`src/hw/afu_pkg.sv`:
```
// afu shared types and address map
package afu_pkg;

	// **************************************************
	// vector types
	// **************************************************
	typedef logic [17:0] t_mmio_addr;  // mmio word address
	typedef logic [63:0] t_mmio_data;  // mmio and bank data word
	typedef logic [7:0]  t_mem_addr;   // bank word index
	typedef logic [8:0]  t_dma_len;    // copy length, 0 to 256 words
	typedef logic [1:0]  t_rsp_sel;    // read response source

	// copy engine states
	typedef enum logic [1:0] {
		DMA_IDLE  = 2'd0,  // waiting for start
		DMA_RUN   = 2'd1,  // one bank a read per cycle
		DMA_DRAIN = 2'd2   // reads done, returns still in flight
	} t_dma_state;

	// **************************************************
	// mmio address map
	// **************************************************
	localparam t_mmio_addr CSR_SRC      = 18'h00000;  // source index
	localparam t_mmio_addr CSR_DST      = 18'h00001;  // destination index
	localparam t_mmio_addr CSR_LEN      = 18'h00002;  // length in words
	localparam t_mmio_addr CSR_CTRL     = 18'h00003;  // bit 0 starts a copy
	localparam t_mmio_addr CSR_STATUS   = 18'h00004;  // bit 0 busy, bit 1 done sticky
	localparam t_mmio_addr CSR_CHECKSUM = 18'h00005;  // sum of copied words

	// 256 word windows, picked by addr[17:8]
	localparam t_mmio_addr WIN_A_BASE   = 18'h01000;
	localparam t_mmio_addr WIN_B_BASE   = 18'h02000;

	// read response mux select
	localparam t_rsp_sel RSP_SEL_CSR   = 2'd0;  // csr value or zero
	localparam t_rsp_sel RSP_SEL_MEM_A = 2'd1;
	localparam t_rsp_sel RSP_SEL_MEM_B = 2'd2;

	// **************************************************
	// latencies and sizes
	// **************************************************
	localparam int MEM_LATENCY     = 2;    // bank read strobe to data, cycles
	localparam int MMIO_RD_LATENCY = 3;    // sampled read to response, cycles
	localparam int MEM_DEPTH       = 256;  // words per bank

endpackage
```
`src/hw/dma_copy_engine.sv`:
```
`timescale 1ns/1ps
// bank a to bank b copy engine
module dma_copy_engine (
	input  logic                Clk_400,
	input  logic                reset,
	// control from csr block
	input  logic                start,
	input  afu_pkg::t_mem_addr  src_index,
	input  afu_pkg::t_mem_addr  dst_index,
	input  afu_pkg::t_dma_len   length,
	// bank a read port
	output logic                rd,
	output afu_pkg::t_mem_addr  rd_index,
	input  afu_pkg::t_mmio_data rd_data,
	// bank b write port
	output logic                wr,
	output afu_pkg::t_mem_addr  wr_index,
	output afu_pkg::t_mmio_data wr_data,
	// status
	output logic                busy,
	output logic                done,
	output afu_pkg::t_mmio_data checksum
);

	localparam int LAT = afu_pkg::MEM_LATENCY;

	afu_pkg::t_dma_state state;
	afu_pkg::t_mem_addr  src_q;   // copy parameters, latched at start
	afu_pkg::t_mem_addr  dst_q;
	afu_pkg::t_dma_len   len_q;
	afu_pkg::t_dma_len   rd_cnt;  // reads issued so far
	logic                rd_last;
	logic                drain_end;
	logic                done_q;
	afu_pkg::t_mmio_data sum_q;

	// returns in flight, bit 0 newest
	logic [LAT-1:0]      vld_pipe;
	afu_pkg::t_mem_addr  dst_pipe [LAT];

	// **************************************************
	// read side
	// **************************************************
	assign rd       = (state == afu_pkg::DMA_RUN);  // one read per run cycle
	assign rd_index = src_q + rd_cnt[7:0];           // wraps mod 256
	assign rd_last  = (rd_cnt == len_q - afu_pkg::t_dma_len'(1));

	// oldest slot full, nothing behind it
	assign drain_end = (vld_pipe == {1'b1, {(LAT-1){1'b0}}});

	always_ff @(posedge Clk_400) begin
		if (reset) begin
			state  <= afu_pkg::DMA_IDLE;
			rd_cnt <= '0;
			done_q <= 1'b0;
		end else begin
			done_q <= 1'b0;  // single cycle pulse
			case (state)
				afu_pkg::DMA_IDLE: begin
					if (start) begin
						rd_cnt <= '0;
						if (length == '0)
							done_q <= 1'b1;  // empty copy, finish at once
						else
							state <= afu_pkg::DMA_RUN;
					end
				end
				afu_pkg::DMA_RUN: begin
					rd_cnt <= rd_cnt + afu_pkg::t_dma_len'(1);
					if (rd_last)
						state <= afu_pkg::DMA_DRAIN;
				end
				afu_pkg::DMA_DRAIN: begin
					if (drain_end) begin  // last word written this cycle
						state  <= afu_pkg::DMA_IDLE;
						done_q <= 1'b1;
					end
				end
				default: state <= afu_pkg::DMA_IDLE;
			endcase
		end
	end

	// latch so csr writes during a copy do not disturb it
	always_ff @(posedge Clk_400) begin
		if (start && state == afu_pkg::DMA_IDLE) begin
			src_q <= src_index;
			dst_q <= dst_index;
			len_q <= length;
		end
	end

	// **************************************************
	// return side, matched to bank latency
	// **************************************************
	always_ff @(posedge Clk_400) begin
		if (reset)
			vld_pipe <= '0;
		else
			vld_pipe <= {vld_pipe[LAT-2:0], rd};
	end

	always_ff @(posedge Clk_400) begin
		dst_pipe[0] <= dst_q + rd_cnt[7:0];  // destination for this read
		for (int i = 1; i < LAT; i++)
			dst_pipe[i] <= dst_pipe[i-1];
	end

	assign wr       = vld_pipe[LAT-1];
	assign wr_index = dst_pipe[LAT-1];
	assign wr_data  = rd_data;  // returned word goes straight to bank b

	// checksum, sum mod 2^64 of the words written
	always_ff @(posedge Clk_400) begin
		if (reset)
			sum_q <= '0;
		else if (start && state == afu_pkg::DMA_IDLE)
			sum_q <= '0;
		else if (wr)
			sum_q <= sum_q + rd_data;
	end

	assign busy     = (state != afu_pkg::DMA_IDLE);
	assign done     = done_q;
	assign checksum = sum_q;

	// never a read past the latched copy length
	a_rd_in_len: assert property (@(posedge Clk_400) disable iff (reset)
		rd |-> (rd_cnt < len_q));

	a_done_pulse: assert property (@(posedge Clk_400) disable iff (reset)
		done |=> !done);

endmodule

```
`config.mk`:
```
export PLATFORM = sky130hd
export DESIGN_NAME = dma_copy_engine
export DESIGN_NICKNAME = d
export VERILOG_FILES = /design/src/hw/afu_pkg.sv /design/src/hw/dma_copy_engine.sv
export SDC_FILE = /design/constraint.sdc
export NUM_CORES = 1
export LEC_CHECK = 0
export ABC_AREA = 1
export ABC_CLOCK_PERIOD_IN_PS = 1750
export BUFFER_PORTS_ARGS = -buffer_cell sky130_fd_sc_hd__buf_2
export CAP_MARGIN = 40
export CORE_AREA = 4 4 151 153
export CTS_BUF_LIST = sky130_fd_sc_hd__clkbuf_4 sky130_fd_sc_hd__clkbuf_8 sky130_fd_sc_hd__clkbuf_16
export CTS_CLUSTER_SIZE = 14
export DETAILED_ROUTE_END_ITERATION = 12
export DIE_AREA = 0 0 155 157
export PLACE_DENSITY = 0.74
export SKIP_CTS_REPAIR_TIMING = 1
export SYNTH_ARGS = -nofsm -noshare
export SYNTH_HDL_FRONTEND = slang
export SYNTH_SLANG_ARGS = --single-unit
```
`constraint.sdc`:
```
create_clock -name Clk_400 -period 1.75 [get_ports Clk_400]
set_input_delay 0.0875 -clock Clk_400 [delete_from_list [all_inputs] [get_ports Clk_400]]
set_output_delay 0.0875 -clock Clk_400 [all_outputs]
set_load 0.01 [all_outputs]
```
==> metrics.txt <==
cells after synthesis 1715; violated checks setup timing; PnR worst setup slack -0.5770 ns; fin. max-slew vios 0; final instance area 17930 um^2; worst hold stages 5; Final Critical Period 2.327 ns; die height 157 um; CP Class flip-flop to primary output; DR vias 13630; Clock Latency Late Sink 0.44 ns; status finished, violations left; Slew headroom a little under 80%; Critical Path Most Common Cell a21oi_2; Power, Total 10460 uW; vias in the first global route between 10000 and 15000; Routed WL per cell roughly 19 um; clk slew on worst S/H paths 0.07 ns; detailed-router iteration count before antenna repair 6; Critical Path, Cell by Cell ha_4 > a21oi_2 > nand2_1 > a21o_1 > a21oi_2 > o21ai_2 > a21oi_2 > xor2_1 > buf_2; GRT Total Usage 29.11%; CP max stage cell edfxtp_1; Layout Skew 0.01259 ns; Worst Tran Pin Value 0.3322 ns; largest net degree at the start of global routing 42; Hold WC Path Type input port to flip-flop; Starting Density 48.91%; # rows 54; RSZ-0062 raised after global routing yes; final WL roughly 47000 um; die area 24340 um^2; first-pass GRT wire length 56430 um; GRT overflow 0; Syn Area/Cell approximately 6.1 um^2; Synth Register Bits 119; Buffers & Inverters on Critical Path 1; crit start category flip-flop; Tcrit/Tclk final 133.0%; Setup WS pre-CTS -0.5153 ns; Post-synth ARST share 0%; Area Overhead vs Synth 70.03%; vias per inst 5.459; R2R cell count 11; Final #Nets roughly 2400; I/O pins 240; Setup crit end kind primary output; Detail Placement HPWL 30050 um; FMAX 0.4297 GHz; initial antenna violation count 0; Root Buffer clkbuf_16; clk buf depth 2; # diodes 0; Pleak 0.009503 uW; Die X 155 um; gpl congestion roughly 1.0; Netlist cell types 40; critical path peak fanout 3; CTS tree done; Post-synth EDFFs 25; dpl cell area 13770 um^2; ratio of cells with drive above 1 in the final layout 53.04%; final setup violation count between 60 and 70; total CTS buffers 17; H-tree levels 4; Critical Path RT 1.66 ns; power density over cell area 583.4 nW/um^2; max-cap violation count 0; core footprint 21550 um^2; WP depth 9; CP delay by family, top compound AO/OA/AOI/OAI gates; syn_nets ~1900; final hold vios 0; Worst VDD drop 0.6417 mV; WP data arrival 2.24 ns; drt drc 0; top_reg_cell synth dfxtp_1; Synth Warn # 0; sequential share of the synthesized area between 20% and 30%; clock sink total between 100 and 150; Netlist Area Pre-Place 10540 um^2; post-detailed-route count of antenna-violating nets 0; Largest stage delay, worst path 0.43 ns; drt initial violations 1234; IO Port Bufs about 240
-- synthesized netlist by cell type, drive strengths merged (6+ instances only) --
cell | instances | share of area, %
nand2 | 491 | 18
inv | 304 | 11
nor2 | 249 | 9.3
a21oi | 107 | 5.1
dfxtp | 94 | 18
nand3 | 88 | 4.4
ha | 79 | 9.4
buf | 74 | 5.2
o21ai | 67 | 3.2
xor2 | 42 | 3.5
edfxtp | 25 | 7.1
nor3 | 22 | 1.3
clkbuf | 18 | 0.64
o21bai | 16 | 1.1
xnor2 | 10 | 0.83
nand4 | 6 | 0.36
-- sequential cells by signal (all words and copies together) (netlist names) --
signal    count
rd_cnt        9
len_q         9
checksum     64
done          1
state         2
dst_q         8
src_q         8
dst_pipe     16
vld_pipe      2
-- layout make-up --
type | instances | area [um^2]
repair buffers | 562 | 3895
fillers | 1274 | 3627
well taps | 280 | 350.3
inverters | 306 | 1154
clock inverters | 15 | 201.4
clock buffers | 17 | 425.4
multi-input cells | 1198 | 9179
flip-flops and latches | 119 | 2721
-- per-stage QoR --
step | util (%) | setup TNS (ns) | std cells | hold slack [ns]
after global placement | 63.91 | -13.64 | 2399 | 0.2634
after floorplan | - | -1.208 | 1715 | 0.1566
after global routing | 83.17 | -21.80 | 2497 | 0.04883
final | 83.17 | -17.36 | 2497 | 0.02114
after CTS | 66.82 | -18.54 | 2431 | -0.1770
after detailed placement | 63.91 | -15.79 | 2399 | 0.2656
-- worst reg2reg max path: stages (launching register included) --
cell	delay, ns
dfxtp_2	0.34
ha_4	0.32
nand2_1	0.17
nor2_2	0.28
nand2_1	0.11
nor2_1	0.12
nand2_2	0.08
nand3b_1	0.18
buf_4	0.16
xor2_1	0.21
o21ai_1	0.11
inv_1	0.07
-- cell usage in the layout, fill, tap and decap left out, drive strengths merged, types with 2 or more instances in the layout --
| cell | netlist | layout |
|---|---|---|
| fa | 3 | 3 |
| nand4 | 6 | 6 |
| inv | 304 | 315 |
| dfxtp | 94 | 94 |
| xnor2 | 10 | 10 |
| ha | 79 | 79 |
| clkbuf | 18 | 17 |
| o221ai | 3 | 3 |
| buf | 74 | 536 |
| o21ai | 67 | 67 |
| xnor3 | 2 | 2 |
| or2 | 2 | 2 |
| a21oi | 107 | 107 |
| a21o | 2 | 2 |
| dlygate4sd3 | 0 | 26 |
| nor4 | 3 | 3 |
| o21bai | 16 | 16 |
| bufinv | 0 | 2 |
| xor2 | 42 | 42 |
| edfxtp | 25 | 25 |
| nor3 | 22 | 22 |
| and3 | 2 | 2 |
| nand2 | 491 | 491 |
| nand3 | 88 | 88 |
| clkinv | 2 | 4 |
| nor2 | 249 | 249 |
-- kinds of logic (layout without fill, tap and decap cells) --
logic type,Yosys count,after routing,synth area share [%]
AND/OR/NAND/NOR,865,865,33.65
buffers and inverters,398,900,16.76
flip-flops,119,119,24.97
AO/OA/AOI/OAI,197,197,9.934
adder cells (fa/ha/maj),82,82,9.945
XOR/XNOR,54,54,4.747
-- power breakdown --
part	switching [uW]	internal [uW]
Combinational	1890	1470
Sequential	129	3000
Clock	1760	2210
Total	3780	6680
-- per-layer routing --
| metal | wire, um | global-route usage, % | vias up |
|---|---|---|---|
| met5 | 0 | 0 | - |
| met4 | 2576 | 9.294 | 0 |
| met3 | 4183 | 3.684 | 227 |
| met2 | 23220 | 51.13 | 852 |
| met1 | 17430 | 37.25 | 6320 |
| li1 | - | - | 6231 |
-- worst paths after layout --
kind	end	slack, ns	start
worst max-delay path	rd_index[7]	-0.58	src_q[2]
worst min-delay path	state[0]	0.02	start
worst max register to register	checksum[22]	-0.46	checksum[13]
worst min register to register	dst_pipe[0][12]	0.32	dst_pipe[0][4]
Power figures use the tool's default switching activity.
