File: config.mk
export PLATFORM = sky130hd
export DESIGN_NAME = mmio_csr
export DESIGN_NICKNAME = d
export VERILOG_FILES = /design/src/hw/afu_pkg.sv /design/src/hw/mmio_csr.sv
export SDC_FILE = /design/constraint.sdc
export NUM_CORES = 1
export LEC_CHECK = 0
export BUFFER_PORTS_ARGS = -buffer_cell sky130_fd_sc_hd__buf_4
export CAP_MARGIN = 10
export CORE_AREA = 2 2 174 176
export DETAILED_ROUTE_END_ITERATION = 6
export DIE_AREA = 0 0 176 178
export PLACE_DENSITY = 0.65
export SLEW_MARGIN = 5
export SYNTH_ARGS = -nofsm -noshare
export SYNTH_HDL_FRONTEND = slang
export SYNTH_SLANG_ARGS = --single-unit
File: constraint.sdc
create_clock -name Clk_400 -period 1.6 [get_ports Clk_400]
set_input_delay 0.08 -clock Clk_400 [delete_from_list [all_inputs] [get_ports Clk_400]]
set_output_delay 0.08 -clock Clk_400 [all_outputs]
set_load 0.01 [all_outputs]
File: src/hw/afu_pkg.sv
// afu shared types and address map
package afu_pkg;

	// **************************************************
	// vector types
	// **************************************************
	typedef logic [17:0] t_mmio_addr;  // mmio word address
	typedef logic [63:0] t_mmio_data;  // mmio and bank data word
	typedef logic [7:0]  t_mem_addr;   // bank word index
	typedef logic [8:0]  t_dma_len;    // copy length, 0 to 256 words
	typedef logic [1:0]  t_rsp_sel;    // read response source

	// copy engine states
	typedef enum logic [1:0] {
		DMA_IDLE  = 2'd0,  // waiting for start
		DMA_RUN   = 2'd1,  // one bank a read per cycle
		DMA_DRAIN = 2'd2   // reads done, returns still in flight
	} t_dma_state;

	// **************************************************
	// mmio address map
	// **************************************************
	localparam t_mmio_addr CSR_SRC      = 18'h00000;  // source index
	localparam t_mmio_addr CSR_DST      = 18'h00001;  // destination index
	localparam t_mmio_addr CSR_LEN      = 18'h00002;  // length in words
	localparam t_mmio_addr CSR_CTRL     = 18'h00003;  // bit 0 starts a copy
	localparam t_mmio_addr CSR_STATUS   = 18'h00004;  // bit 0 busy, bit 1 done sticky
	localparam t_mmio_addr CSR_CHECKSUM = 18'h00005;  // sum of copied words

	// 256 word windows, picked by addr[17:8]
	localparam t_mmio_addr WIN_A_BASE   = 18'h01000;
	localparam t_mmio_addr WIN_B_BASE   = 18'h02000;

	// read response mux select
	localparam t_rsp_sel RSP_SEL_CSR   = 2'd0;  // csr value or zero
	localparam t_rsp_sel RSP_SEL_MEM_A = 2'd1;
	localparam t_rsp_sel RSP_SEL_MEM_B = 2'd2;

	// **************************************************
	// latencies and sizes
	// **************************************************
	localparam int MEM_LATENCY     = 2;    // bank read strobe to data, cycles
	localparam int MMIO_RD_LATENCY = 3;    // sampled read to response, cycles
	localparam int MEM_DEPTH       = 256;  // words per bank

endpackage
File: src/hw/mmio_csr.sv
`timescale 1ns/1ps
// mmio register and window decode
module mmio_csr (
	input  logic                Clk_400,
	input  logic                reset,
	// host mmio
	input  logic                mmio_wr_valid,
	input  logic                mmio_rd_valid,
	input  afu_pkg::t_mmio_addr mmio_addr,
	input  afu_pkg::t_mmio_data mmio_wr_data,
	output logic                mmio_rd_rsp_valid,
	output afu_pkg::t_mmio_data mmio_rd_rsp_data,
	// host port of both banks
	output logic                mem_a_rd,
	output logic                mem_a_wr,
	output logic                mem_b_rd,
	output logic                mem_b_wr,
	output afu_pkg::t_mem_addr  mem_index,
	output afu_pkg::t_mmio_data mem_wr_data,
	input  afu_pkg::t_mmio_data mem_a_rd_data,
	input  afu_pkg::t_mmio_data mem_b_rd_data,
	// copy engine
	output logic                start,
	output afu_pkg::t_mem_addr  src_index,
	output afu_pkg::t_mem_addr  dst_index,
	output afu_pkg::t_dma_len   length,
	input  logic                busy,
	input  logic                done,
	input  afu_pkg::t_mmio_data checksum
);

	localparam int RD_STAGES = afu_pkg::MMIO_RD_LATENCY;

	logic                win_a_hit;
	logic                win_b_hit;
	logic                done_sticky;  // set by done, cleared by start
	afu_pkg::t_mmio_data csr_rd_val;   // csr value at the read address
	afu_pkg::t_rsp_sel   rd_sel_now;

	// read pipeline, stage 0 loads at the sampling edge
	logic [RD_STAGES-1:0] rd_vld;
	afu_pkg::t_rsp_sel    rd_sel [RD_STAGES];
	afu_pkg::t_mmio_data  rd_csr [RD_STAGES];

	// **************************************************
	// address decode
	// **************************************************
	assign win_a_hit = (mmio_addr[17:8] == afu_pkg::WIN_A_BASE[17:8]);
	assign win_b_hit = (mmio_addr[17:8] == afu_pkg::WIN_B_BASE[17:8]);

	always_comb begin
		rd_sel_now = afu_pkg::RSP_SEL_CSR;  // unmapped falls here too
		if (win_a_hit)
			rd_sel_now = afu_pkg::RSP_SEL_MEM_A;
		else if (win_b_hit)
			rd_sel_now = afu_pkg::RSP_SEL_MEM_B;
	end

	always_comb begin
		case (mmio_addr)
			afu_pkg::CSR_SRC:      csr_rd_val = afu_pkg::t_mmio_data'(src_index);
			afu_pkg::CSR_DST:      csr_rd_val = afu_pkg::t_mmio_data'(dst_index);
			afu_pkg::CSR_LEN:      csr_rd_val = afu_pkg::t_mmio_data'(length);
			afu_pkg::CSR_STATUS:   csr_rd_val = afu_pkg::t_mmio_data'({done_sticky, busy});
			afu_pkg::CSR_CHECKSUM: csr_rd_val = checksum;
			default:               csr_rd_val = '0;  // ctrl is write only
		endcase
	end

	// **************************************************
	// control registers
	// **************************************************
	always_ff @(posedge Clk_400) begin
		if (reset) begin
			src_index <= '0;
			dst_index <= '0;
			length    <= '0;
		end else if (mmio_wr_valid) begin
			case (mmio_addr)
				afu_pkg::CSR_SRC: src_index <= mmio_wr_data[7:0];
				afu_pkg::CSR_DST: dst_index <= mmio_wr_data[7:0];
				afu_pkg::CSR_LEN: length    <= mmio_wr_data[8:0];
				default: ;
			endcase
		end
	end

	// start strobe, dropped while a copy is pending or running
	always_ff @(posedge Clk_400) begin
		if (reset) begin
			start       <= 1'b0;
			done_sticky <= 1'b0;
		end else begin
			start <= mmio_wr_valid && (mmio_addr == afu_pkg::CSR_CTRL) &&
				mmio_wr_data[0] && !busy && !start;
			if (start)
				done_sticky <= 1'b0;
			else if (done)
				done_sticky <= 1'b1;
		end
	end

	// **************************************************
	// bank host port, registered request
	// **************************************************
	always_ff @(posedge Clk_400) begin
		if (reset) begin
			mem_a_rd <= 1'b0;
			mem_a_wr <= 1'b0;
			mem_b_rd <= 1'b0;
			mem_b_wr <= 1'b0;
		end else begin
			mem_a_rd <= mmio_rd_valid && win_a_hit;
			mem_a_wr <= mmio_wr_valid && win_a_hit;
			mem_b_rd <= mmio_rd_valid && win_b_hit;
			mem_b_wr <= mmio_wr_valid && win_b_hit;
		end
	end

	always_ff @(posedge Clk_400) begin
		mem_index   <= mmio_addr[7:0];  // word within the window
		mem_wr_data <= mmio_wr_data;
	end

	// **************************************************
	// read response pipeline
	// **************************************************
	always_ff @(posedge Clk_400) begin
		if (reset) begin
			rd_vld            <= '0;
			mmio_rd_rsp_valid <= 1'b0;
		end else begin
			rd_vld            <= {rd_vld[RD_STAGES-2:0], mmio_rd_valid};
			mmio_rd_rsp_valid <= rd_vld[RD_STAGES-1];
		end
	end

	// bank data lands in the last stage, csr value rides along
	always_ff @(posedge Clk_400) begin
		rd_sel[0] <= rd_sel_now;
		rd_csr[0] <= csr_rd_val;
		for (int i = 1; i < RD_STAGES; i++) begin
			rd_sel[i] <= rd_sel[i-1];
			rd_csr[i] <= rd_csr[i-1];
		end
		case (rd_sel[RD_STAGES-1])
			afu_pkg::RSP_SEL_MEM_A: mmio_rd_rsp_data <= mem_a_rd_data;
			afu_pkg::RSP_SEL_MEM_B: mmio_rd_rsp_data <= mem_b_rd_data;
			default:                mmio_rd_rsp_data <= rd_csr[RD_STAGES-1];
		endcase
	end

	// host never reads and writes in one cycle
	a_one_strobe: assert property (@(posedge Clk_400) disable iff (reset)
		!(mmio_wr_valid && mmio_rd_valid));

	// engine must be idle whenever a start goes out
	a_start_idle: assert property (@(posedge Clk_400) disable iff (reset)
		start |-> !busy);

endmodule

==> results.py <==
metrics = {
    "status": {
        "outcome": "completed",
    },
    "global_routing": {
        "grt_pass1_vias": 9327,
        "overflow": 0,
        "grt_pass1_wl_mm": 49.2,
        "track_usage_pct": 20.1,
        "antenna_found_initial": 3,
        "grt_max_degree": 65,
    },
    "clock_tree": {
        "clockBufferDepth": 3,
        "numCtsBuffers": 39,
        "clock_latency_ns": 0.51,
        "cts_tree": "built",
        "clkTransAtPathRegs_ns": 0.06,
        "root_buffer": "clkbuf_16",
        "cts_max_level": 2,
        "numClockSinks": 369,
    },
    "timing": {
        "layout_setup_ws_ns": 0.0285,
        "setup_violations": 0,
        "clock.fmax_mhz": 636,
        "post-route-period-util_pct": 98.2,
        "finalHoldViolations": 0,
        "period_needed_ns": 1.57,
        "slew_viol_final": 0,
        "skew_ns": 0.0185,
        "max_slew.worst_pin.slew_ns": 0.389,
        "slew_headroom_pct": 73.9,
    },
    "critical_path": {
        "r2r_slack_ns": 0.10,
        "worstPathRequired_ns": 2.06,
        "worstSetupPathType": "in2reg",
        "worstPathMaxFanout": 6,
        "r2r_start": "rd_sel[0][5]",
        "startpoint_type": "input port",
        "worstPathArrival_ns": 2.03,
        "crit_path_end_kind": "flip-flop",
        "r2r-end": "mmio_rd_rsp_data[46]",
        "worst-r2r-cell-count": 5,
    },
    "run": {
        "max_cap_violations": 0,
    },
    "die": {
        "rows": 63,
        "die_h_um": 178,
        "die_w_um": 176,
        "ios": 447,
        "initial_core_util_pct": 34.0,
        "die_area_um2": 31300,
        "core_area_um2": 29400,
    },
    "placed_design": {
        "placed_area_um2": 13800,
        "post-place-ws_ns": 0.0260,
        "portBuffers": 446,
        "place.detailed.hpwl_mm": 19.8,
        "gp_congestion": 0.815,
    },
    "logic_synthesis": {
        "netlist_area_um2": 9990,
        "yosysUniqueCellTypes": 37,
        "synth_top_cell_by_area": "dfxtp_1",
        "synth_top_area_share_pct": 74.0,
        "synth_nets": 1090,
        "synth_edf_count": 0,
        "ys_seq_area_share_pct": 74.0,
        "ys.warnings.count": 0,
        "synth_area_leaders": "dfxtp_1 (74%), a22oi_1 (4.8%), o21ai_0 (4.5%)",
        "ys_ff_latch": 369,
        "synthCells": 808,
        "async_reset_ff_share_pct": 0,
        "synth_ff_type": "dfxtp_1",
        "syn_area_per_cell_um2": 12.4,
    },
    "detailed_routing": {
        "wl_per_cell_um": 16.8,
        "wirelength_mm": 33.0,
        "via_count": 8730,
        "ant_nets": 0,
        "initialDrtViolationCount": 431,
        "routed_via_density": 4.46,
        "detail_route.first_pass.iterations": 5,
        "drc": 0,
    },
    "hold_path": {
        "holdCritStartpoint": "mem_b_rd_data[19]",
        "hold_class": "in2reg",
        "min_to": "mmio_rd_rsp_data[19]",
        "holdPathStages": 3,
    },
    "layout": {
        "drive_gt1_share_pct": 34.3,
        "nFillCells": 2193,
        "syn2layout_area_growth_pct": 79.6,
        "fin_area_um2": 17900,
        "num-nets-final": 1822,
    },
    "power_and_ir_drop": {
        "power_density_nw_per_um2": 1120,
        "vdd_drop_max_mv": 0.990,
        "p_leak_nw": 7.70,
    },
}
-- synthesized netlist by cell type (all sizes together) (2+ instances only) --
cell type / instances
mux2: 2
buf: 8
nor3: 12
nor4: 5
dfxtp: 369
a221o: 8
nand2b: 18
nand3: 11
a22oi: 64
inv: 6
nor2b: 11
nand2: 66
a21oi: 9
nand4b: 4
o21ai: 89
clkbuf: 35
nand3b: 2
ha: 2
and2: 55
nor2: 9
mux2i: 16
-- cell families after synthesis --
logic type	Yosys count	share of synthesized area, %
buf+inv	49	1.93
fa+ha+maj	2	0.251
simple gates	199	11.4
mux	18	1.83
compound gates	171	10.6
flops	369	74.0
-- area by class of cell --
class / count / area (um^2) / share of cell area [%]
sequential: 369 / 7390 / 41.2
timing repair buffer: 733 / 6260 / 34.9
multi-input combinational: 391 / 2440 / 13.6
clock buffer: 52 / 1100 / 6.12
tap: 390 / 488 / 2.72
clock inverter: 15 / 235 / 1.31
inverter: 6 / 22.5 / 0.126
antenna: 3 / 7.51 / 0.0418
-- through the flow --
stage	setup TNS, ns	util, %	hold WS [ns]	power [mW]	instances
final	0	61.0	0.0675	20.0	1959
after global routing	-0.0484	61.0	0.0231	20.7	1959
after CTS	0	60.8	0.0570	20.2	1952
after detailed placement	0	47.0	0.185	10.4	1613
after global placement	0	47.0	0.184	10.3	1613
after floorplan	0	-	0.108	9.63	808
-- power by group --
part           switching [mW]  internal (mW)  leakage, nW
Clock                    3.49           5.78        0.653
Sequential             0.0292           9.29         3.00
Combinational           0.427           1.00         4.05
Total                    3.95           16.1         7.70
-- repair_timing --
action	in CTS	in global routing
endpoints found under the setup margin	0	89
buffers inserted	0	3
hold buffers	272	0
gates resized for setup	0	4
hold endpoints to repair	234	0
-- critical path, stage by stage --
cell           delay [ns]
dlygate4sd3_1        0.54
buf_4                0.15
nor4_4               0.25
buf_4                0.18
nand3b_1             0.13
buf_4                0.19
nor3_2               0.30
a221o_1              0.20
-- flip-flops by register name (all words and copies together) (netlist names), 3 cells and up --
register	count
rd_csr	192
mem_wr_data	64
mmio_rd_rsp_data	64
length	9
dst_index	8
mem_index	8
src_index	8
rd_sel	6
rd_vld	3
-- metal layers --
layer / global-route usage (%) / vias to the layer above / routed length [um]
li1: - / 4207 / -
met1: 21.7 / 3988 / 12400
met2: 36.4 / 426 / 16900
met3: 5.84 / 109 / 2510
met4: 8.71 / 0 / 1280
met5: 0 / - / 0
-- placed cells by master, fill, tap and decap left out, types with 11 or more instances in the layout --
master,n
a22oi_1,64
nand2b_1,18
buf_4,455
nor3_1,11
mux2i_1,16
and2_1,55
nor2b_1,11
dfxtp_1,369
o21ai_0,89
dlygate4sd3_1,272
clkbuf_16,41
nand2_1,65
-- worst max path at each step --
stage	startpoint	depth (start not counted)	end
global route	mmio_addr[12]	7	length[4]
global placement	mmio_addr[9]	5	length[7]
floorplan	rd_sel[0][4]	7	mmio_rd_rsp_data[55]
finish	mmio_addr[16]	8	rd_csr[0][6]
detailed placement	mmio_addr[9]	5	length[7]
CTS	mmio_addr[5]	6	dst_index[1]
Power figures use the tool's default switching activity.
